[src/design/cpu16_pkg.sv]
`default_nettype none

package cpu16_pkg;

	localparam int DATA_W = 16;
	localparam int REG_COUNT = 8;
	localparam int MEM_WORDS = 64;

	typedef logic [DATA_W-1:0] word_t;
	typedef logic [$clog2(REG_COUNT)-1:0] reg_idx_t;
	typedef logic [$clog2(MEM_WORDS)-1:0] mem_idx_t;

	// instruction fields
	localparam int OPC_LSB = 0;
	localparam int RA_LSB = 4; // first source and destination
	localparam int RB_LSB = 7;
	localparam int FUNC_LSB = 10;
	localparam int IMM_LSB = 10;
	localparam int IMM_W = 6;

	typedef enum logic [3:0] {
		OP_RTYPE = 4'd0,
		OP_LW = 4'd7,
		OP_SW = 4'd8,
		OP_BNE = 4'd9,
		OP_ORI = 4'd11,
		OP_HALT = 4'd15
	} opcode_t;

	typedef enum logic [2:0] {FN_ADD = 3'd1, FN_SUB = 3'd2} func_t;

	typedef enum logic [1:0] {ALU_ADD, ALU_SUB, ALU_OR} alu_op_t;

	typedef enum logic [1:0] {SRC_A_PC, SRC_A_REG, SRC_A_SEXT, SRC_A_ZEXT} alu_a_sel_t;

	typedef enum logic [1:0] {SRC_B_REG, SRC_B_TWO, SRC_B_BOFF} alu_b_sel_t;

	typedef enum logic [1:0] {PC_ALU, PC_BRANCH, PC_ZERO} pc_src_t;

	typedef enum logic {WB_ALU, WB_MEM} wb_sel_t;

	typedef enum logic [2:0] {
		S_IDLE, S_FETCH, S_DECODE, S_EXEC, S_MEMWB, S_LOADWB, S_HALTED
	} cpu_state_t;

	localparam word_t REG_RESET [REG_COUNT] = '{
		16'd7, 16'd8, 16'd20, 16'd32, 16'd1, 16'd5, 16'd1, 16'd6
	};

endpackage

`default_nettype wire

[src/design/cpu_ctrl_if.sv]
`default_nettype none

interface cpu_ctrl_if;

	logic pc_write;
	logic ir_write;
	logic i_or_d; // 1 selects alu-out as address
	logic mem_read;
	logic mem_write;
	logic reg_write;
	cpu16_pkg::alu_op_t alu_op;
	cpu16_pkg::alu_a_sel_t a_sel;
	cpu16_pkg::alu_b_sel_t b_sel;
	cpu16_pkg::pc_src_t pc_src;
	cpu16_pkg::wb_sel_t wb_sel;
	logic branch;

	cpu16_pkg::opcode_t opcode;
	cpu16_pkg::func_t func;
	logic zero;

	modport ctrl (output pc_write, ir_write, i_or_d, mem_read, mem_write, reg_write,
		alu_op, a_sel, b_sel, pc_src, wb_sel, branch, input opcode, func, zero);

	modport dp (input pc_write, ir_write, i_or_d, mem_read, mem_write, reg_write,
		alu_op, a_sel, b_sel, pc_src, wb_sel, branch, output opcode, func, zero);

endinterface

`default_nettype wire

[src/design/mem_bus_if.sv]
`default_nettype none

interface mem_bus_if;

	cpu16_pkg::word_t addr; // byte address
	cpu16_pkg::word_t wdata;
	logic read;
	logic write;
	cpu16_pkg::word_t rdata;

	modport cpu (output addr, wdata, read, write, input rdata);

	modport mem (input addr, wdata, read, write, output rdata);

endinterface

`default_nettype wire

[src/design/reg_file.sv]
`default_nettype none

module reg_file (
	input wire logic clk,
	input wire logic reset,
	input wire logic write_en,
	input wire cpu16_pkg::reg_idx_t ra_idx,
	input wire cpu16_pkg::reg_idx_t rb_idx,
	input wire cpu16_pkg::word_t write_data,
	output cpu16_pkg::word_t ra_data,
	output cpu16_pkg::word_t rb_data
);

	cpu16_pkg::word_t regs [cpu16_pkg::REG_COUNT];

	always_ff @(posedge clk)
	begin
		if (reset)
		begin
			regs <= cpu16_pkg::REG_RESET;
		end
		else if (write_en)
		begin
			regs[ra_idx] <= write_data; // ra is also the destination
		end
	end

	assign ra_data = regs[ra_idx];
	assign rb_data = regs[rb_idx];

endmodule

`default_nettype wire

[src/design/alu.sv]
`default_nettype none

module alu (
	input wire cpu16_pkg::alu_op_t op,
	input wire cpu16_pkg::word_t a,
	input wire cpu16_pkg::word_t b,
	output cpu16_pkg::word_t result,
	output logic zero
);

	always_comb
	begin
		case (op)
			cpu16_pkg::ALU_ADD: result = a + b;
			cpu16_pkg::ALU_SUB: result = a - b;
			cpu16_pkg::ALU_OR: result = a | b;
			default: result = a + b;
		endcase
	end

	assign zero = (result == '0); // bne takes the branch when low

endmodule

`default_nettype wire

[src/design/ctrl_fsm.sv]
`default_nettype none

module ctrl_fsm (
	input wire logic clk,
	input wire logic reset,
	input wire logic run,
	cpu_ctrl_if.ctrl ctrl,
	output logic halted,
	output logic host_grant
);

	cpu16_pkg::cpu_state_t state;
	cpu16_pkg::cpu_state_t state_next;

	always_ff @(posedge clk)
	begin
		if (reset)
			state <= cpu16_pkg::S_IDLE;
		else
			state <= state_next;
	end

	always_comb
	begin
		state_next = state;
		ctrl.pc_write = 1'b0;
		ctrl.ir_write = 1'b0;
		ctrl.i_or_d = 1'b0;
		ctrl.mem_read = 1'b0;
		ctrl.mem_write = 1'b0;
		ctrl.reg_write = 1'b0;
		ctrl.alu_op = cpu16_pkg::ALU_ADD;
		ctrl.a_sel = cpu16_pkg::SRC_A_PC;
		ctrl.b_sel = cpu16_pkg::SRC_B_TWO;
		ctrl.pc_src = cpu16_pkg::PC_ALU;
		ctrl.wb_sel = cpu16_pkg::WB_ALU;
		ctrl.branch = 1'b0;

		case (state)
			cpu16_pkg::S_IDLE:
			begin
				if (run)
				begin
					ctrl.pc_write = 1'b1; // start at address 0
					ctrl.pc_src = cpu16_pkg::PC_ZERO;
					state_next = cpu16_pkg::S_FETCH;
				end
			end
			cpu16_pkg::S_FETCH:
			begin
				ctrl.mem_read = 1'b1;
				ctrl.ir_write = 1'b1;
				ctrl.pc_write = 1'b1; // pc + 2
				state_next = cpu16_pkg::S_DECODE;
			end
			cpu16_pkg::S_DECODE:
			begin
				ctrl.b_sel = cpu16_pkg::SRC_B_BOFF; // branch target into alu-out
				case (ctrl.opcode)
					cpu16_pkg::OP_RTYPE, cpu16_pkg::OP_ORI, cpu16_pkg::OP_LW,
					cpu16_pkg::OP_SW, cpu16_pkg::OP_BNE:
						state_next = cpu16_pkg::S_EXEC;
					cpu16_pkg::OP_HALT:
						state_next = cpu16_pkg::S_HALTED;
					default:
						state_next = cpu16_pkg::S_HALTED; // unknown opcode stops too
				endcase
			end
			cpu16_pkg::S_EXEC:
			begin
				ctrl.a_sel = cpu16_pkg::SRC_A_REG;
				ctrl.b_sel = cpu16_pkg::SRC_B_REG;
				state_next = cpu16_pkg::S_MEMWB;
				case (ctrl.opcode)
					cpu16_pkg::OP_RTYPE:
					begin
						if (ctrl.func == cpu16_pkg::FN_SUB)
							ctrl.alu_op = cpu16_pkg::ALU_SUB;
					end
					cpu16_pkg::OP_ORI:
					begin
						ctrl.a_sel = cpu16_pkg::SRC_A_ZEXT;
						ctrl.alu_op = cpu16_pkg::ALU_OR;
					end
					cpu16_pkg::OP_LW, cpu16_pkg::OP_SW:
						ctrl.a_sel = cpu16_pkg::SRC_A_SEXT; // rb + offset
					cpu16_pkg::OP_BNE:
					begin
						ctrl.alu_op = cpu16_pkg::ALU_SUB;
						ctrl.branch = 1'b1;
						ctrl.pc_write = 1'b1; // gated by not-zero in datapath
						ctrl.pc_src = cpu16_pkg::PC_BRANCH;
						state_next = cpu16_pkg::S_FETCH;
					end
					default:
						state_next = cpu16_pkg::S_HALTED;
				endcase
			end
			cpu16_pkg::S_MEMWB:
			begin
				state_next = cpu16_pkg::S_FETCH;
				case (ctrl.opcode)
					cpu16_pkg::OP_LW:
					begin
						ctrl.i_or_d = 1'b1;
						ctrl.mem_read = 1'b1;
						state_next = cpu16_pkg::S_LOADWB;
					end
					cpu16_pkg::OP_SW:
					begin
						ctrl.i_or_d = 1'b1;
						ctrl.mem_write = 1'b1;
					end
					cpu16_pkg::OP_RTYPE:
						ctrl.reg_write = (ctrl.func == cpu16_pkg::FN_ADD) ||
							(ctrl.func == cpu16_pkg::FN_SUB);
					default:
						ctrl.reg_write = 1'b1; // ori
				endcase
			end
			cpu16_pkg::S_LOADWB:
			begin
				ctrl.reg_write = 1'b1;
				ctrl.wb_sel = cpu16_pkg::WB_MEM;
				state_next = cpu16_pkg::S_FETCH;
			end
			cpu16_pkg::S_HALTED:
			begin
				if (!run)
					state_next = cpu16_pkg::S_IDLE;
			end
			default:
				state_next = cpu16_pkg::S_IDLE;
		endcase
	end

	assign halted = (state == cpu16_pkg::S_HALTED);
	assign host_grant = (state == cpu16_pkg::S_IDLE) || (state == cpu16_pkg::S_HALTED);

endmodule

`default_nettype wire

[src/design/datapath.sv]
`default_nettype none

module datapath (
	input wire logic clk,
	input wire logic reset,
	cpu_ctrl_if.dp ctrl,
	mem_bus_if.cpu mem
);

	localparam int EXT_W = cpu16_pkg::DATA_W - cpu16_pkg::IMM_W;

	cpu16_pkg::word_t pc, pc_next;
	cpu16_pkg::word_t ir;
	cpu16_pkg::word_t mdr;
	cpu16_pkg::word_t a_reg, b_reg, alu_out;
	cpu16_pkg::word_t ra_data, rb_data;
	cpu16_pkg::word_t alu_a, alu_b, alu_result;
	cpu16_pkg::word_t sext_imm, zext_imm, boff;
	cpu16_pkg::word_t wb_data;
	logic [cpu16_pkg::IMM_W-1:0] imm;
	logic pc_en;

	assign imm = ir[cpu16_pkg::IMM_LSB +: cpu16_pkg::IMM_W];
	assign sext_imm = {{EXT_W{imm[cpu16_pkg::IMM_W-1]}}, imm};
	assign zext_imm = {{EXT_W{1'b0}}, imm};
	assign boff = {sext_imm[cpu16_pkg::DATA_W-2:0], 1'b0}; // word offset to bytes

	assign ctrl.opcode = cpu16_pkg::opcode_t'(ir[cpu16_pkg::OPC_LSB +: $bits(cpu16_pkg::opcode_t)]);
	assign ctrl.func = cpu16_pkg::func_t'(ir[cpu16_pkg::FUNC_LSB +: $bits(cpu16_pkg::func_t)]);

	always_ff @(posedge clk)
	begin
		if (reset)
			pc <= '0;
		else if (pc_en)
			pc <= pc_next;
	end

	always_ff @(posedge clk)
	begin
		if (ctrl.ir_write)
			ir <= mem.rdata;
		mdr <= mem.rdata;
		a_reg <= ra_data;
		b_reg <= rb_data;
		alu_out <= alu_result;
	end

	reg_file u_reg_file (
		.clk(clk),
		.reset(reset),
		.write_en(ctrl.reg_write),
		.ra_idx(ir[cpu16_pkg::RA_LSB +: $bits(cpu16_pkg::reg_idx_t)]),
		.rb_idx(ir[cpu16_pkg::RB_LSB +: $bits(cpu16_pkg::reg_idx_t)]),
		.write_data(wb_data),
		.ra_data(ra_data),
		.rb_data(rb_data)
	);

	always_comb
	begin
		case (ctrl.a_sel)
			cpu16_pkg::SRC_A_PC: alu_a = pc;
			cpu16_pkg::SRC_A_REG: alu_a = a_reg;
			cpu16_pkg::SRC_A_SEXT: alu_a = sext_imm;
			default: alu_a = zext_imm;
		endcase
		case (ctrl.b_sel)
			cpu16_pkg::SRC_B_REG: alu_b = b_reg;
			cpu16_pkg::SRC_B_TWO: alu_b = 16'd2;
			default: alu_b = boff;
		endcase
		case (ctrl.pc_src)
			cpu16_pkg::PC_ALU: pc_next = alu_result;
			cpu16_pkg::PC_BRANCH: pc_next = alu_out; // target from decode
			default: pc_next = '0;
		endcase
	end

	alu u_alu (
		.op(ctrl.alu_op),
		.a(alu_a),
		.b(alu_b),
		.result(alu_result),
		.zero(ctrl.zero)
	);

	assign pc_en = ctrl.pc_write && (!ctrl.branch || !ctrl.zero);
	assign wb_data = (ctrl.wb_sel == cpu16_pkg::WB_MEM) ? mdr : alu_out;

	assign mem.addr = ctrl.i_or_d ? alu_out : pc;
	assign mem.wdata = a_reg; // store data from ra
	assign mem.read = ctrl.mem_read;
	assign mem.write = ctrl.mem_write;

endmodule

`default_nettype wire

[src/design/unified_mem.sv]
`default_nettype none

module unified_mem (
	input wire logic clk,
	input wire logic reset,
	input wire logic host_grant,
	input wire logic host_req,
	input wire logic host_we,
	input wire cpu16_pkg::mem_idx_t host_addr,
	input wire cpu16_pkg::word_t host_wdata,
	output logic host_ack,
	output cpu16_pkg::word_t host_rdata,
	mem_bus_if.mem bus
);

	cpu16_pkg::word_t mem [cpu16_pkg::MEM_WORDS];
	cpu16_pkg::mem_idx_t cpu_idx;
	logic host_take;

	assign cpu_idx = bus.addr[1 +: $bits(cpu16_pkg::mem_idx_t)]; // bit 0 ignored
	assign bus.rdata = bus.read ? mem[cpu_idx] : '0;

	// new request seen while the cpu is stopped
	assign host_take = host_req && host_grant && !host_ack;

	always_ff @(posedge clk)
	begin
		if (bus.write)
			mem[cpu_idx] <= bus.wdata;
		else if (host_take && host_we)
			mem[host_addr] <= host_wdata;
	end

	always_ff @(posedge clk)
	begin
		if (host_take && !host_we)
			host_rdata <= mem[host_addr];
	end

	always_ff @(posedge clk)
	begin
		if (reset)
			host_ack <= 1'b0;
		else if (host_take)
			host_ack <= 1'b1;
		else if (!host_req)
			host_ack <= 1'b0; // held until req drops
	end

endmodule

`default_nettype wire

[src/design/multi_cycle_cpu.sv]
`default_nettype none

module multi_cycle_cpu (
	input wire logic clk,
	input wire logic reset,
	input wire logic run,
	input wire logic host_req,
	input wire logic host_we,
	input wire cpu16_pkg::mem_idx_t host_addr,
	input wire cpu16_pkg::word_t host_wdata,
	output logic halted,
	output logic host_ack,
	output cpu16_pkg::word_t host_rdata
);

	logic host_grant;

	cpu_ctrl_if ctrl_bus ();
	mem_bus_if mem_bus ();

	ctrl_fsm u_ctrl_fsm (
		.clk(clk),
		.reset(reset),
		.run(run),
		.ctrl(ctrl_bus.ctrl),
		.halted(halted),
		.host_grant(host_grant)
	);

	datapath u_datapath (
		.clk(clk),
		.reset(reset),
		.ctrl(ctrl_bus.dp),
		.mem(mem_bus.cpu)
	);

	unified_mem u_unified_mem (
		.clk(clk),
		.reset(reset),
		.host_grant(host_grant),
		.host_req(host_req),
		.host_we(host_we),
		.host_addr(host_addr),
		.host_wdata(host_wdata),
		.host_ack(host_ack),
		.host_rdata(host_rdata),
		.bus(mem_bus.mem)
	);

endmodule

`default_nettype wire

[config.mk]
export PLATFORM = sky130hd
export DESIGN_NAME = multi_cycle_cpu
export DESIGN_NICKNAME = d
export VERILOG_FILES = /design/src/design/cpu16_pkg.sv /design/src/design/cpu_ctrl_if.sv /design/src/design/mem_bus_if.sv /design/src/design/reg_file.sv /design/src/design/alu.sv /design/src/design/ctrl_fsm.sv /design/src/design/datapath.sv /design/src/design/unified_mem.sv /design/src/design/multi_cycle_cpu.sv
export SDC_FILE = /design/constraint.sdc
export NUM_CORES = 2
export LEC_CHECK = 0
export ABC_AREA = 1
export BUFFER_PORTS_ARGS = -buffer_cell sky130_fd_sc_hd__clkbuf_2
export CAP_MARGIN = 40
export CORE_ASPECT_RATIO = 0.9
export CORE_MARGIN = 2
export CORE_UTILIZATION = 50
export CTS_CLUSTER_SIZE = 24
export DETAILED_ROUTE_END_ITERATION = 16
export PLACE_DENSITY = 0.64
export RECOVER_POWER = 100
export SLEW_MARGIN = 25
export SYNTH_ARGS = -nofsm -noshare
export SYNTH_HDL_FRONTEND = slang
export SYNTH_SLANG_ARGS = --single-unit
[constraint.sdc]
create_clock -name clk -period 5.2 [get_ports clk]
set_clock_uncertainty 0.2 [all_clocks]
set_input_delay 0.26 -clock clk [delete_from_list [all_inputs] [get_ports clk]]
set_output_delay 0.26 -clock clk [all_outputs]
set_load 0.02 [all_outputs]
### Word-level counts from Yosys, hierarchy flattened

Memory sizes are Yosys's and may differ from the RTL's. A register that Yosys moved wholly into a read port is not among the register bits.
Index checks and enable logic that the tools add are counted.

* input bits: 27
* register bits: 228
* word-level logic and storage cells: 125
* memories: 1
* bits in writable memories: 1024

* eq/ne operators: 21
* reductions and logical operators: 24
* bitwise gates (word level): 3
* $add $sub $neg: 2
* mux-type cells: 55
* order comparisons: 3

Memory list
* u_unified_mem.mem: depth 64, bits a word 16, read ports 2, clocked after Yosys merged registers in 1, wr ports 1, RTL line unified_mem.sv:16 `cpu16_pkg::word_t mem [cpu16_pkg::MEM_WORDS];`

Operators by type and width (count)
* $bwmux 128: 1
* $mux 16: 8
* $bmux 16 s3: 2
* $pmux 16 s2: 3
* $demux 16 s3: 1
* $pmux 16 s3: 1
* $pmux 3 s7: 1
* $mux 1: 20
* $add 16x16->16: 1
* $logic_not 16->1: 1
* $or 16x16->16: 1
* $reduce_or 16->1: 1
* $sub 16x16->16: 1
* $eq 4x4->1 const B: 3
* $mux 3: 4
* $pmux 2 s2: 3
* $eq 3x2->1 const B: 3
* $eq 3x3->1 const B: 3
* $eq 2x1->1 const B: 4
* $ge 4x4->1 const B: 2
* $not 3->4: 2
* $mux 7: 1
* $eq 3x1->1 const B: 2
* $logic_and 1x1->1: 6
* other kinds (20): 33

### Logic depth before layout (Yosys ltp)

* word-level depth: 12
* mapped depth: 31
* depth with buffers taken out: 31

### Hierarchy

Synthesis repeated with hierarchy kept, for this count alone.

* cell total of the unflattened synthesis: 8026
* area, all modules: 65414.0 um^2

Modules (own cells, without submodules)
* unified_mem: area each 52291.4 um^2, instances 1, cells each 5872
* reg_file: area each 7389.6 um^2, instances 1, cells each 1317
* datapath: area each 3548.4 um^2, instances 1, cells each 394
* alu: area each 1747.9 um^2, instances 1, cells each 356
* ctrl_fsm: area each 436.7 um^2, instances 1, cells each 87

### Worst setup path before layout

No wires, ideal clock.

* path kind: reg-to-reg
* from: reg u_ctrl_fsm.state[2]
* to: mem u_unified_mem.mem[0][11] in the netlist's numbering, data pin
* path buffers: 3
* arrival time: 3.883 ns
* cell stages (with the launch flop): 10
* slack: 0.415 ns
* path through: dfxtp_1 inv_1 buf_2 nand2_1 nand2_1 nand3_1 inv_1 buf_2 buf_1 o21ai_0

* longest elaborated chain between the ends: 10
* elaborated cells between the ends (all ways): 13
* classes of those cells: eq/ne (2); mux (5); reduce/logical (6)

RTL lines
* from (decl): RTL line ctrl_fsm.sv:12 `cpu16_pkg::cpu_state_t state;`
* from (signal assigned): RTL line ctrl_fsm.sv:18 `state <= cpu16_pkg::S_IDLE;`
* from (signal assigned): RTL line ctrl_fsm.sv:20 `state <= state_next;`
* $eq 3x3->1 / $logic_not 3->1 (equally long branches): RTL line ctrl_fsm.sv:138 `assign host_grant = (state == cpu16_pkg::S_IDLE) || (state == cpu16_pkg::S_HALTED);`
* $logic_or 1x1->1: RTL line ctrl_fsm.sv:138
* $logic_and 1x1->1 (2 in series): RTL line unified_mem.sv:24 `assign host_take = host_req && host_grant && !host_ack;`
* $logic_and 1x1->1: RTL line unified_mem.sv:30 `else if (host_take && host_we)`
* $mux 1: RTL line unified_mem.sv:30
* $mux 1 (*): RTL line unified_mem.sv:28 `if (bus.write)`
* $mux 1 (implied by the code) (*): RTL line unified_mem.sv:31 `mem[host_addr] <= host_wdata;`
* $reduce_or 16->1 (no source line) (*)
* $mux 16 (no source line) (*)
* to (decl): RTL line unified_mem.sv:16

Mark *: on every way between the ends. The rest lies on a longest branch, timed or not.

==> results.cfg <==
[cts]
htree_levels = 4
clock_path_buffers = 3
cts.sinks = 1268
cts_buffers = 135
clkTransAtPathRegs_ps = 60
clkLatencyLatePin_ps = 780
post_cts_buffers = 0
cts_tree = built
cts-root-buf = clkbuf_16

[pwr]
irDropWorstVdd_v = 0.000411
p_int_uw = 20900
seq_power_share_pct = 35.3
power_density_nw_per_um2 = 517
p_total_uw = 35500
switching_share_pct = 41.1
power_leakage_uw = 0.0246
combPwrFrac_pct = 38.4
pwr-share-clk_pct = 26.3
netSwitchingPower_uw = 14600

[placement]
dp_hpwl_um = 138000
place.gp.congestion = 0.963
portBuffers = 44
place_inst = 8319
dp_slack_ps = 682

[routing]
wl_per_cell_um = 27.0
drc = 0
viasPerCell = 6.55
drt_iter0_drc = 9934
ant_nets = 0
via_count = 56100
drt_first_pass_iters = 9
wl_um = 231000

[global_route]
grt_overflow = 0
grt_max_degree = 163
grt_pass1_wl_um = 334000
track_usage_pct = 35.5
grt_pass1_vias = 51200
antenna_found_initial = 10

[synth]
ys_ff_latch = 1268
synth_area_sq_um = 62000
synthMuxAreaShare_pct = 0
synthSimpleGateAreaFrac_pct = 22.4
synth_fa_ha_area_share_pct = 0.376
yosysUniqueCellTypes = 47
synth-edff-count = 1056
synth_nets = 6980
syn_inst = 6935
synth-seq-area-share_pct = 58.0
synth-xor-area-share_pct = 0.254
yosys_most_used_dff = edfxtp_1
synth_warnings = 0
synth_compound_area_share_pct = 14.1
synth_top_family_by_area = simple AND/OR/NAND/NOR gates
syn_area_per_cell_sq_um = 8.94
async_flop_share_pct = 0

[floorplan]
dieArea_sq_um = 127000
die_y_um = 338
io_pins = 45
core-area_sq_um = 123000
initial_utilization_pct = 50.4
rows = 122
dieWidth_um = 375

[layout]
area_growth_pct = 10.8
layout_common_cells = nand2_1, edfxtp_1, nand3_1, o21ai_0, nor2_1
finalNonFillerCells = 8577
mostFrequentLayoutCell = nand2_1
largestRegisters = u_unified_mem.mem: 1024 flops, u_datapath.u_reg_file.regs: 128 flops
final_nets = 6904
drive_above_1_share_pct = 7.30
regMostFlops = u_unified_mem.mem
largest_reg_flops = 1024

[run_status]
status = complete, but fails checks
failed_checks = max-capacitance violations, max-slew violations

[sta]
holdWs_ps = 88.9
setup_slack_ps = 90.5
period_needed_ps = 5110
maxSlewHeadroom_pct = -99.1
finalHoldViolations = 0
finalMaxSlewViolations = 510
tns_ps = 0
fmax_ghz = 0.196
rsz0062_at_grt = no
timing.final.crit_share_pct = 98.3
worstMarginPinSlew_ps = 2990
setup_viol = 0

[critical_path]
cpMaxStageDelayCell = inv_1
cp_max_fo = 72
crit_top_cell = o21ai_0
worstPathRequired_ps = 5540
cp-start-kind = primary input
worstPathArrival_ps = 5450
cp-end-kind = flop
r2r_start = u_datapath.ir[3]
critPathKind = in2reg
cpPeakStageDelay_ps = 2260
r2r_slack_ps = 130
path_cells = clkbuf_8 -> inv_1 -> o21ai_0 -> o22ai_1 -> nor2_1 -> o311ai_0 -> o211ai_1 -> o21ai_0
r2r_cells = 16
r2r-end = u_datapath.ir[10]

[worst_hold_path]
holdPathStages = 4
hold_class = in2reg
min_to = u_unified_mem.host_ack
worstHoldStart = host_req

[run]
maxCapViolCount = 14
==> worst max-delay path: cells and delay by family <==
family / cells / cell delay (ps)
AO/OA/AOI/OAI: 5 / 2340
AND/OR/NAND/NOR: 1 / 70
buffers and inverters: 2 / 2640
==> cell families after synthesis <==
kind of cell | after synthesis
AND/OR/NAND/NOR | 3318
AO/OA/AOI/OAI | 1555
flip-flops | 1268
buffers and inverters | 758
XOR/XNOR | 18
adder cells (fa/ha/maj) | 18
==> cell usage after synthesis, types with 3 or more instances <==
cell type | count | area (sq um)
o21ai_2 | 3 | 26.3
or2_2 | 4 | 25.0
inv_1 | 222 | 833
clkinv_1 | 7 | 26.3
o221ai_1 | 31 | 272
nand4_1 | 13 | 81.3
buf_2 | 116 | 581
o21ai_1 | 15 | 75.1
nor2_1 | 849 | 3190
clkbuf_1 | 372 | 1400
xor2_1 | 13 | 114
dfxtp_1 | 212 | 4240
buf_1 | 32 | 120
o22ai_1 | 295 | 1850
o21bai_1 | 5 | 37.5
inv_2 | 4 | 15.0
a22oi_1 | 13 | 97.6
ha_1 | 17 | 213
nor3_1 | 23 | 115
edfxtp_1 | 1056 | 31700
o21ai_0 | 844 | 4220
nand2_1 | 1392 | 5230
nor2_2 | 3 | 18.8
o311ai_0 | 5 | 43.8
o2111ai_1 | 8 | 70.1
a31oi_1 | 48 | 300
nand3_1 | 1018 | 5090
buf_4 | 4 | 30.0
o211ai_1 | 51 | 383
xnor2_1 | 5 | 43.8
nand3b_1 | 13 | 97.6
a221oi_1 | 26 | 228
o32ai_1 | 11 | 96.3
a21oi_1 | 188 | 941
==> stage by stage <==
step	util, %	cell area [sq um]
after floorplan	-	62000
after global placement	52.5	64600
after detailed placement	52.8	65000
after CTS	56.3	69300
after global routing	55.8	68600
final	55.8	68600
==> power groups by stage <==
stage               combinational (uW)  sequential (uW)  clock [uW]
floorplan                         7990            12500           0
global placement                 13000            12700           0
detailed placement               13200            12600           0
CTS                              13300            12400        9380
global route                     14400            12500        9810
finish                           13600            12500        9340
==> metal layers <==
metal	share of wire [%]	up-vias	global-route usage (%)
met5	0.023	-	0
met1	38	26700	50.0
met2	41	4292	51.1
met4	5.0	8	16.5
met3	15	680	9.60
li1	-	24400	-
==> layout make-up <==
type                    count  area (sq um)
diodes                      2          5.00
clock buffers             182          3800
clock inverters            59           395
fillers                 10800         54400
inverters                 233           900
multi-input cells        4909         23200
flip-flops and latches   1268         36000
well taps                1612          2020
repair buffers            312          2340
==> worst max path at each step <==
stage	from	endpoint
after floorplan	u_ctrl_fsm.state[2]	u_unified_mem.mem[0][11]
after global placement	u_ctrl_fsm.state[1]	u_datapath.pc[15]
after detailed placement	u_datapath.ir[3]	u_datapath.ir[3]
after CTS	u_ctrl_fsm.state[1]	u_datapath.pc[15]
after global routing	u_datapath.ir[3]	u_unified_mem.mem[24][11]
final	host_addr[1]	u_unified_mem.host_rdata[1]
==> timing repair <==
action / 4_1_cts / 5_1_grt
endpoints found under the setup margin: 0 / 9
hold endpoints to repair: 91 / 0
hold buffers: 11 / 0
gates resized for setup: 0 / 1
Note: power is estimated with default switching activity, not from simulation.
